$ cat src/verilog/cmd_pkg.sv
`default_nettype none

package cmd_pkg;

  typedef enum logic {
    op_read  = 1'b0,
    op_write = 1'b1
  } opcode_e;

  typedef struct packed {
    opcode_e    op;
    logic [6:0] addr;
    logic [7:0] data;
  } cmd_t;

  typedef enum logic [1:0] {
    rsp_ok,
    rsp_parity_err,
    rsp_frame_err,
    rsp_timeout
  } rsp_status_e;

  typedef struct packed {
    rsp_status_e status;
    logic [7:0]  data;
  } read_rsp_t;

  typedef enum logic [2:0] {
    seq_idle,
    seq_send_hi,
    seq_gap,
    seq_send_lo,
    seq_wait_rsp
  } seq_state_e;

endpackage

`default_nettype wire

$ cat src/verilog/uart_line_pkg.sv
`default_nettype none

package uart_line_pkg;

  localparam int data_bits  = 8;
  localparam int frame_bits = 11;  // Start, data, parity and stop.

  typedef struct packed {
    logic [data_bits-1:0] data;
    logic                 parity_err;  // Even ones count over data and parity.
    logic                 stop_err;    // Stop bit sampled low.
  } rx_frame_t;

  typedef enum logic [2:0] {
    tx_st_idle,
    tx_st_start,
    tx_st_data,
    tx_st_parity,
    tx_st_stop
  } tx_state_e;

  typedef enum logic [2:0] {
    rx_st_idle,
    rx_st_start,
    rx_st_data,
    rx_st_parity,
    rx_st_stop
  } rx_state_e;

endpackage

`default_nettype wire
$ cat src/verilog/uart_cmd_bridge.sv
`timescale 1ns/1ps
`default_nettype none

module uart_cmd_bridge
  import uart_line_pkg::*;
  import cmd_pkg::*;
#(
  parameter int clks_per_bit       = 434,
  parameter int gap_cycles         = 100,
  parameter int rsp_timeout_cycles = 10000
) (
  input  wire        clk,
  input  wire        rst_n,
  input  wire cmd_t  cmd,
  input  wire        cmd_vld,
  output logic       cmd_rdy,
  input  wire        rx,
  output logic       tx,
  output read_rsp_t  read_rsp,
  output logic       read_vld
);

  logic [7:0] tx_byte;
  logic       tx_start;
  logic       tx_busy;
  rx_frame_t  rx_frame;
  logic       rx_vld;

  cmd_sequencer #(
    .gap_cycles         (gap_cycles),
    .rsp_timeout_cycles (rsp_timeout_cycles)
  ) u_seq (
    .clk      (clk),
    .rst_n    (rst_n),
    .cmd      (cmd),
    .cmd_vld  (cmd_vld),
    .cmd_rdy  (cmd_rdy),
    .tx_byte  (tx_byte),
    .tx_start (tx_start),
    .tx_busy  (tx_busy),
    .rx_frame (rx_frame),
    .rx_vld   (rx_vld),
    .read_rsp (read_rsp),
    .read_vld (read_vld)
  );

  uart_tx #(
    .clks_per_bit (clks_per_bit)
  ) u_tx (
    .clk      (clk),
    .rst_n    (rst_n),
    .tx_byte  (tx_byte),
    .tx_start (tx_start),
    .tx       (tx),
    .tx_busy  (tx_busy)
  );

  uart_rx #(
    .clks_per_bit (clks_per_bit)
  ) u_rx (
    .clk      (clk),
    .rst_n    (rst_n),
    .rx       (rx),
    .rx_frame (rx_frame),
    .rx_vld   (rx_vld)
  );

endmodule

`default_nettype wire

$ cat src/verilog/cmd_sequencer.sv
`timescale 1ns/1ps
`default_nettype none

module cmd_sequencer
  import uart_line_pkg::*;
  import cmd_pkg::*;
#(
  parameter int gap_cycles         = 100,
  parameter int rsp_timeout_cycles = 10000
) (
  input  wire        clk,
  input  wire        rst_n,
  input  wire cmd_t  cmd,
  input  wire        cmd_vld,
  output logic       cmd_rdy,
  output logic [7:0] tx_byte,
  output logic       tx_start,
  input  wire        tx_busy,
  input  wire rx_frame_t rx_frame,
  input  wire        rx_vld,
  output read_rsp_t  read_rsp,
  output logic       read_vld
);

  // Frame end detection and the tx_start register take three gap cycles.
  localparam int gap_w = $clog2(gap_cycles);
  localparam logic [gap_w-1:0] gap_last = gap_w'(gap_cycles - 3);
  localparam int tmo_w = $clog2(rsp_timeout_cycles);
  localparam logic [tmo_w-1:0] tmo_last = tmo_w'(rsp_timeout_cycles - 1);

  seq_state_e       state;
  cmd_t             cmd_q;
  logic [gap_w-1:0] gap_cnt;
  logic [tmo_w-1:0] tmo_cnt;
  logic             accept;
  logic             frame_done;
  logic             gap_done;
  logic             tmo_done;
  rsp_status_e      rx_status;

  assign cmd_rdy    = (state == seq_idle) && !read_vld;
  assign accept     = cmd_vld && cmd_rdy;
  assign frame_done = !tx_busy && !tx_start;  // Busy has not risen while tx_start is high.
  assign gap_done   = (state == seq_gap) && (gap_cnt == gap_last);
  assign tmo_done   = (tmo_cnt == tmo_last);

  always_comb
  begin
    if (rx_frame.stop_err)
      rx_status = rsp_frame_err;
    else if (rx_frame.parity_err)
      rx_status = rsp_parity_err;
    else
      rx_status = rsp_ok;
  end

  always_ff @(posedge clk)
  begin
    if (accept)
    begin
      cmd_q   <= cmd;
      tx_byte <= {cmd.op, cmd.addr};
    end
    else if (gap_done)
      tx_byte <= cmd_q.data;
    if (state == seq_wait_rsp)
    begin
      if (rx_vld)
        read_rsp <= '{status: rx_status, data: rx_frame.data};
      else
        read_rsp <= '{status: rsp_timeout, data: 8'h00};
    end
  end

  always_ff @(posedge clk or negedge rst_n)
  begin
    if (!rst_n)
    begin
      state    <= seq_idle;
      gap_cnt  <= '0;
      tmo_cnt  <= '0;
      tx_start <= 1'b0;
      read_vld <= 1'b0;
    end
    else
    begin
      tx_start <= 1'b0;
      read_vld <= 1'b0;
      case (state)
        seq_idle:
        begin
          if (accept)
          begin
            state    <= seq_send_hi;
            tx_start <= 1'b1;
          end
        end
        seq_send_hi:
        begin
          gap_cnt <= '0;
          tmo_cnt <= '0;
          if (frame_done)
            state <= (cmd_q.op == op_write) ? seq_gap : seq_wait_rsp;
        end
        seq_gap:
        begin
          gap_cnt <= gap_cnt + 1'b1;
          if (gap_done)
          begin
            state    <= seq_send_lo;
            tx_start <= 1'b1;
          end
        end
        seq_send_lo:
        begin
          if (frame_done)
            state <= seq_idle;
        end
        default:
        begin
          tmo_cnt <= tmo_cnt + 1'b1;
          if (rx_vld || tmo_done)  // Timeout runs until a whole frame is received.
          begin
            state    <= seq_idle;
            read_vld <= 1'b1;
          end
        end
      endcase
    end
  end

  a_read_from_wait: assert property (@(posedge clk) disable iff (!rst_n)
    read_vld |-> $past(state) == seq_wait_rsp)
    else $error("cmd_sequencer: read_vld outside response wait");

endmodule

`default_nettype wire

$ cat src/verilog/uart_rx.sv
`timescale 1ns/1ps
`default_nettype none

module uart_rx
  import uart_line_pkg::*;
#(
  parameter int clks_per_bit = 434
) (
  input  wire        clk,
  input  wire        rst_n,
  input  wire        rx,
  output rx_frame_t  rx_frame,
  output logic       rx_vld
);

  localparam int cnt_w = $clog2(clks_per_bit);
  localparam logic [cnt_w-1:0] cnt_last = cnt_w'(clks_per_bit - 1);
  localparam logic [cnt_w-1:0] half_last = cnt_w'(clks_per_bit / 2 - 1);
  localparam int idx_w = $clog2(data_bits);
  localparam logic [idx_w-1:0] idx_last = idx_w'(data_bits - 1);

  rx_state_e            state;
  logic                 rx_s1;
  logic                 rx_s2;
  logic                 rx_d;
  logic                 rx_fall;
  logic [cnt_w-1:0]     bit_cnt;
  logic [idx_w-1:0]     bit_idx;
  logic [data_bits-1:0] data_q;
  logic                 parity_q;

  assign rx_fall = rx_d & ~rx_s2;

  always_ff @(posedge clk or negedge rst_n)
  begin
    if (!rst_n)
    begin
      rx_s1 <= 1'b1;  // Line idles high.
      rx_s2 <= 1'b1;
      rx_d  <= 1'b1;
    end
    else
    begin
      rx_s1 <= rx;
      rx_s2 <= rx_s1;
      rx_d  <= rx_s2;
    end
  end

  always_ff @(posedge clk)
  begin
    if ((state == rx_st_data) && (bit_cnt == cnt_last))
      data_q[bit_idx] <= rx_s2;
    if ((state == rx_st_parity) && (bit_cnt == cnt_last))
      parity_q <= rx_s2;
    if ((state == rx_st_stop) && (bit_cnt == cnt_last))
    begin
      rx_frame.data       <= data_q;
      rx_frame.parity_err <= ~^{data_q, parity_q};
      rx_frame.stop_err   <= ~rx_s2;
    end
  end

  always_ff @(posedge clk or negedge rst_n)
  begin
    if (!rst_n)
    begin
      state   <= rx_st_idle;
      bit_cnt <= '0;
      bit_idx <= '0;
      rx_vld  <= 1'b0;
    end
    else
    begin
      rx_vld <= 1'b0;
      case (state)
        rx_st_idle:
        begin
          bit_cnt <= '0;
          if (rx_fall)
            state <= rx_st_start;
        end
        rx_st_start:
        begin
          if (bit_cnt == half_last)
          begin
            bit_cnt <= '0;
            bit_idx <= '0;
            state   <= rx_s2 ? rx_st_idle : rx_st_data;  // Glitch goes back to idle.
          end
          else
            bit_cnt <= bit_cnt + 1'b1;
        end
        default:
        begin
          if (bit_cnt == cnt_last)
          begin
            bit_cnt <= '0;
            if (state == rx_st_data)
            begin
              bit_idx <= bit_idx + 1'b1;
              if (bit_idx == idx_last)
                state <= rx_st_parity;
            end
            else if (state == rx_st_parity)
              state <= rx_st_stop;
            else
            begin
              state  <= rx_st_idle;
              rx_vld <= 1'b1;
            end
          end
          else
            bit_cnt <= bit_cnt + 1'b1;
        end
      endcase
    end
  end

  a_vld_single: assert property (@(posedge clk) disable iff (!rst_n)
    rx_vld |=> !rx_vld)
    else $error("uart_rx: rx_vld held for two cycles");

endmodule

`default_nettype wire

$ cat src/verilog/uart_tx.sv
`timescale 1ns/1ps
`default_nettype none

module uart_tx
  import uart_line_pkg::*;
#(
  parameter int clks_per_bit = 434
) (
  input  wire        clk,
  input  wire        rst_n,
  input  wire  [7:0] tx_byte,
  input  wire        tx_start,
  output logic       tx,
  output logic       tx_busy
);

  localparam int cnt_w = $clog2(clks_per_bit);
  localparam logic [cnt_w-1:0] cnt_last = cnt_w'(clks_per_bit - 1);
  localparam int idx_w = $clog2(data_bits);
  localparam logic [idx_w-1:0] idx_last = idx_w'(data_bits - 1);

  tx_state_e            state;
  logic [cnt_w-1:0]     bit_cnt;
  logic [idx_w-1:0]     bit_idx;
  logic [data_bits-1:0] byte_q;
  logic                 parity;
  logic                 bit_done;

  assign bit_done = (bit_cnt == cnt_last);

  always_ff @(posedge clk)
  begin
    if (tx_start && (state == tx_st_idle))
    begin
      byte_q <= tx_byte;
      parity <= ~^tx_byte;  // Odd parity over data and parity bit.
    end
  end

  always_ff @(posedge clk or negedge rst_n)
  begin
    if (!rst_n)
    begin
      state   <= tx_st_idle;
      bit_cnt <= '0;
      bit_idx <= '0;
      tx      <= 1'b1;
      tx_busy <= 1'b0;
    end
    else if (state == tx_st_idle)
    begin
      if (tx_start)
      begin
        state   <= tx_st_start;
        bit_cnt <= '0;
        tx      <= 1'b0;  // Start bit.
        tx_busy <= 1'b1;
      end
    end
    else if (bit_done)
    begin
      bit_cnt <= '0;
      case (state)
        tx_st_start:
        begin
          state   <= tx_st_data;
          bit_idx <= '0;
          tx      <= byte_q[0];
        end
        tx_st_data:
        begin
          if (bit_idx == idx_last)
          begin
            state <= tx_st_parity;
            tx    <= parity;
          end
          else
          begin
            bit_idx <= bit_idx + 1'b1;
            tx      <= byte_q[bit_idx + 1'b1];  // LSB first.
          end
        end
        tx_st_parity:
        begin
          state <= tx_st_stop;
          tx    <= 1'b1;
        end
        default:
        begin
          state   <= tx_st_idle;
          tx_busy <= 1'b0;  // Stop bit complete.
        end
      endcase
    end
    else
    begin
      bit_cnt <= bit_cnt + 1'b1;
    end
  end

  a_start_when_idle: assert property (@(posedge clk) disable iff (!rst_n)
    tx_start |-> !tx_busy)
    else $error("uart_tx: tx_start while a frame is in flight");

endmodule

`default_nettype wire

$ cat config.mk
export PLATFORM = sky130hd
export DESIGN_NAME = uart_cmd_bridge
export DESIGN_NICKNAME = d
export VERILOG_FILES = /design/src/verilog/cmd_pkg.sv /design/src/verilog/uart_line_pkg.sv /design/src/verilog/uart_cmd_bridge.sv /design/src/verilog/cmd_sequencer.sv /design/src/verilog/uart_rx.sv /design/src/verilog/uart_tx.sv
export SDC_FILE = /design/constraint.sdc
export NUM_CORES = 1
export LEC_CHECK = 0
export ABC_AREA = 1
export BUFFER_PORTS_ARGS = -buffer_cell sky130_fd_sc_hd__buf_4
export CORE_ASPECT_RATIO = 2
export CORE_MARGIN = 2
export CORE_UTILIZATION = 25
export DETAILED_ROUTE_END_ITERATION = 10
export GPL_TIMING_DRIVEN = 0
export HOLD_SLACK_MARGIN = 0.02
export PLACE_DENSITY_LB_ADDON = 0.25
export SETUP_SLACK_MARGIN = 0.02
export SYNTH_ARGS = -nofsm -noshare
export SYNTH_HDL_FRONTEND = slang
export SYNTH_HIERARCHICAL = 1
export SYNTH_SLANG_ARGS = --single-unit
export TNS_END_PERCENT = 1
$ cat constraint.sdc
create_clock -name clk -period 2.8 [get_ports clk]
set_clock_uncertainty 0.05 [all_clocks]
set_input_delay 0.56 -clock clk [delete_from_list [all_inputs] [get_ports clk]]
set_output_delay 0.56 -clock clk [all_outputs]
set_load 0.01 [all_outputs]
==> flow_summary_export.csv <==
group,metric,value,unit
run_status,status,"completed",
setup_path,path_max_fanout,9,
floorplanning,ios,33,
synthesis,synthDistinctLibCells,33,
placed_design,hpwl,8542,µm
layout,fin_cells,943,
timing,finalCritPeriodShare,75.97,%
setup_path,cp-end-kind,"primary output",
cts,clock_sinks,117,
setup_path,r2r_cells,6,
route,routed_via_density,4.204,
global_route,grt_pass1_vias,4030,
layout,diodes,0,
layout,drive_above_1_share,16.94,%
setup_path,crit_required,2190,ps
power,total_power,0.004286,W
synthesis,synth_area_per_cell,9.249,µm²
cts,clkTransAtPathRegs,60,ps
route,drtPass1Iterations,4,
global_route,grt_util_all_layers,10.32,%
cts,cts_buffer_depth,2,
synthesis,yosysSeqAreaShare,57.62,%
floorplanning,die_x,109.5,µm
power,p_leak,3.088,nW
setup_path,start_kind,"flip-flop",
route,routedWlPerCell,12.00,µm
run,drv_cap,0,
timing,worst_pin_slew,819.2,ps
floorplanning,fp.dieH,215.1,µm
floorplanning,core,21970,µm²
setup_path,criticalPathCategory,"flip-flop to primary output",
synthesis,ys_ff_latch,117,
cts,htreeDepth,4,
synthesis,synth_ff_type,"dfrtp_1",
route,drc_errors,0,
synthesis,synthCells,602,
cts,cts_repair_resize_count,0,
timing,slew_viol_final,0,
floorplanning,rows,77,
route,ant_nets,0,
cts,cts_tree,"built",
synthesis,synth_fp_nets,634,
timing,max_freq,470.1,MHz
placed_design,dp_cells,911,
placed_design,post-place-ws,682.7,ps
timing,hold_viol,0,
power,pwr_density_cell,634.2,nW/µm²
global_route,grt_overflow_total,0,
synthesis,synthArstFlopShare,52.99,%
cts,hold_buffers,0,
route,via_count,3964,
layout,area_growth_syn_to_layout,21.37,%
cts,cts_inserted_buffers,17,
layout,register_area,3208,µm²
route,routed_wl,11310,µm
route,initialDrtViolationCount,181,
synthesis,ys_warn_count,6,
global_route,grt_pass1_wl,18480,µm
cts,clk-insertion-delay-late,410,ps
synthesis,synth_edf_count,55,
global_route,grt_max_degree,63,
placed_design,gp_congestion,0.8216,
worst_hold_path,min_path_type,"input pin to asynchronous set/reset pin",
cts,cts_setup_buffers,0,
timing,finalSetupViolations,0,
layout,n_fill_cell,2339,
floorplanning,dieArea,23550,µm²
cts,cts_root_buf,"clkbuf_16",
timing,max_slew_margin,45.39,%
global_route,antenna_found_initial,0,
timing,fin_crit,2127,ps
setup_path,crit_arrival,1520,ps
timing,setup_ws,672.9,ps
power,ir_worst_vdd,405.5,µV
floorplanning,start_util,25.35,%
synthesis,netlist_area,5568,µm²
timing,whs,191.3,ps
timing,rsz0062_at_grt,"false",
layout,multi_input_area,1951,µm²
placed_design,io_buffers,32,
layout,nets,686,
## synth_stat cells, types with 2 or more instances
| master | count | area, µm² |
|---|---|---|
| inv_2 | 13 | 48.80 |
| xnor2_1 | 10 | 87.58 |
| dfrtp_1 | 58 | 1451 |
| nor2_4 | 6 | 67.56 |
| nand2_2 | 11 | 68.82 |
| dfstp_2 | 4 | 105.1 |
| o22ai_1 | 6 | 37.54 |
| o21ai_1 | 10 | 50.05 |
| inv_1 | 90 | 337.8 |
| nor2_1 | 47 | 176.4 |
| ha_1 | 12 | 150.1 |
| xor2_1 | 8 | 70.07 |
| nor3_1 | 13 | 65.06 |
| nand3_1 | 35 | 175.2 |
| edfxtp_1 | 55 | 1652 |
| nor2_2 | 2 | 12.51 |
| nand2_4 | 4 | 45.04 |
| o21ai_0 | 22 | 110.1 |
| nand2_1 | 157 | 589.3 |
| buf_6 | 2 | 22.52 |
| nand4_1 | 11 | 68.82 |
| a21oi_1 | 15 | 75.07 |
## per-stage QoR
stage / setup TNS [ps] / utilization [%] / cell area [µm²]
after floorplan: 0 / - / 5568
after global placement: -977.2 / 28.01 / 6153
after detailed placement: 0 / 28.08 / 6167
after CTS: 0 / 30.74 / 6753
after global routing: 0 / 30.76 / 6758
final: 0 / 30.76 / 6758
## power breakdown
group / leakage, nW / switching (W) / total (W) / internal, W
combinational: 1.46 / 0.000189 / 0.000284 / 0.0000943
sequential: 1.35 / 0.0000432 / 0.00187 / 0.00183
clock: 0.284 / 0.000870 / 0.00213 / 0.00126
## worst max-delay path, stage by stage (launching register included)
cell and delay, ps:
dfrtp_1 370, buf_6 150, nor2_4 170, inv_1 80, nor3_1 180, buf_4 170
## layout by cell type, fill, tap and decap left out, types with 13 or more instances in the layout
cell type,count
nand2_1,157
inv_1,90
dfrtp_1,58
edfxtp_1,55
nor2_1,47
nand3_1,35
buf_4,34
o21ai_0,22
clkbuf_16,17
a21oi_1,15
inv_2,13
## cells by family after synthesis
family                   after synthesis  synth area share, %
AO/OA/AOI/OAI                         55                5.169
AND/OR/NAND/NOR                      293                24.14
flip-flops                           117                57.62
XOR/XNOR                              18                2.831
buffers and inverters                107                7.551
adder cells (fa/ha/maj)               12                2.697
## registers in the layout, summed over array words and instances (netlist names), 3 cells and up
| signal | count |
|---|---|
| u_rx/bit_cnt | 9 |
| u_rx/bit_idx | 3 |
| u_rx/data_q | 8 |
| u_rx/rx_frame | 10 |
| u_rx/state | 3 |
| u_seq/cmd_q | 9 |
| u_seq/gap_cnt | 7 |
| u_seq/read_rsp | 10 |
| u_seq/state | 3 |
| u_seq/tmo_cnt | 14 |
| u_seq/tx_byte | 8 |
| u_tx/bit_cnt | 9 |
| u_tx/bit_idx | 3 |
| u_tx/byte_q | 8 |
| u_tx/state | 3 |
## area by class of cell
| class | count | area share (%) |
|---|---|---|
| repair buffers | 33 | 3.666 |
| inverters | 103 | 5.721 |
| clock inverters | 15 | 2.370 |
| multi-input cells | 378 | 28.87 |
| plain buffers | 4 | 0.4999 |
| flip-flops and latches | 117 | 47.47 |
| well taps | 276 | 5.110 |
| clock buffers | 17 | 6.295 |
## path summary, 6_finish.rpt
check | startpoint | endpoint | slack, ps
setup / recovery | u_seq/state[2]$_DFFE_PN0P_ | cmd_rdy | 670
hold / removal | rst_n | u_rx/bit_cnt[4]$_DFF_PN0_ | 190
setup reg to reg | u_seq/state[2]$_DFFE_PN0P_ | u_seq/tx_byte[1]$_DFFE_PP_ | 830
hold reg to reg | u_rx/rx_s1$_DFF_PN1_ | u_rx/rx_s2$_DFF_PN1_ | 310
max in group asynchronous | rst_n | u_tx/bit_cnt[7]$_DFFE_PN0P_ | 1960
min in group clk | rx | u_rx/rx_s1$_DFF_PN1_ | 210
## metal layers
metal  global-route usage, %  part of all wire [%]  vias to the layer above
met5                       0                     0                        -
met4                   5.612                   2.4                        0
met3                   2.366                   2.4                       12
met2                   20.51                    60                       40
met1                   8.874                    35                     1867
li1                        -                     -                     2045
No activity file was read; power rests on OpenSTA's default activity.
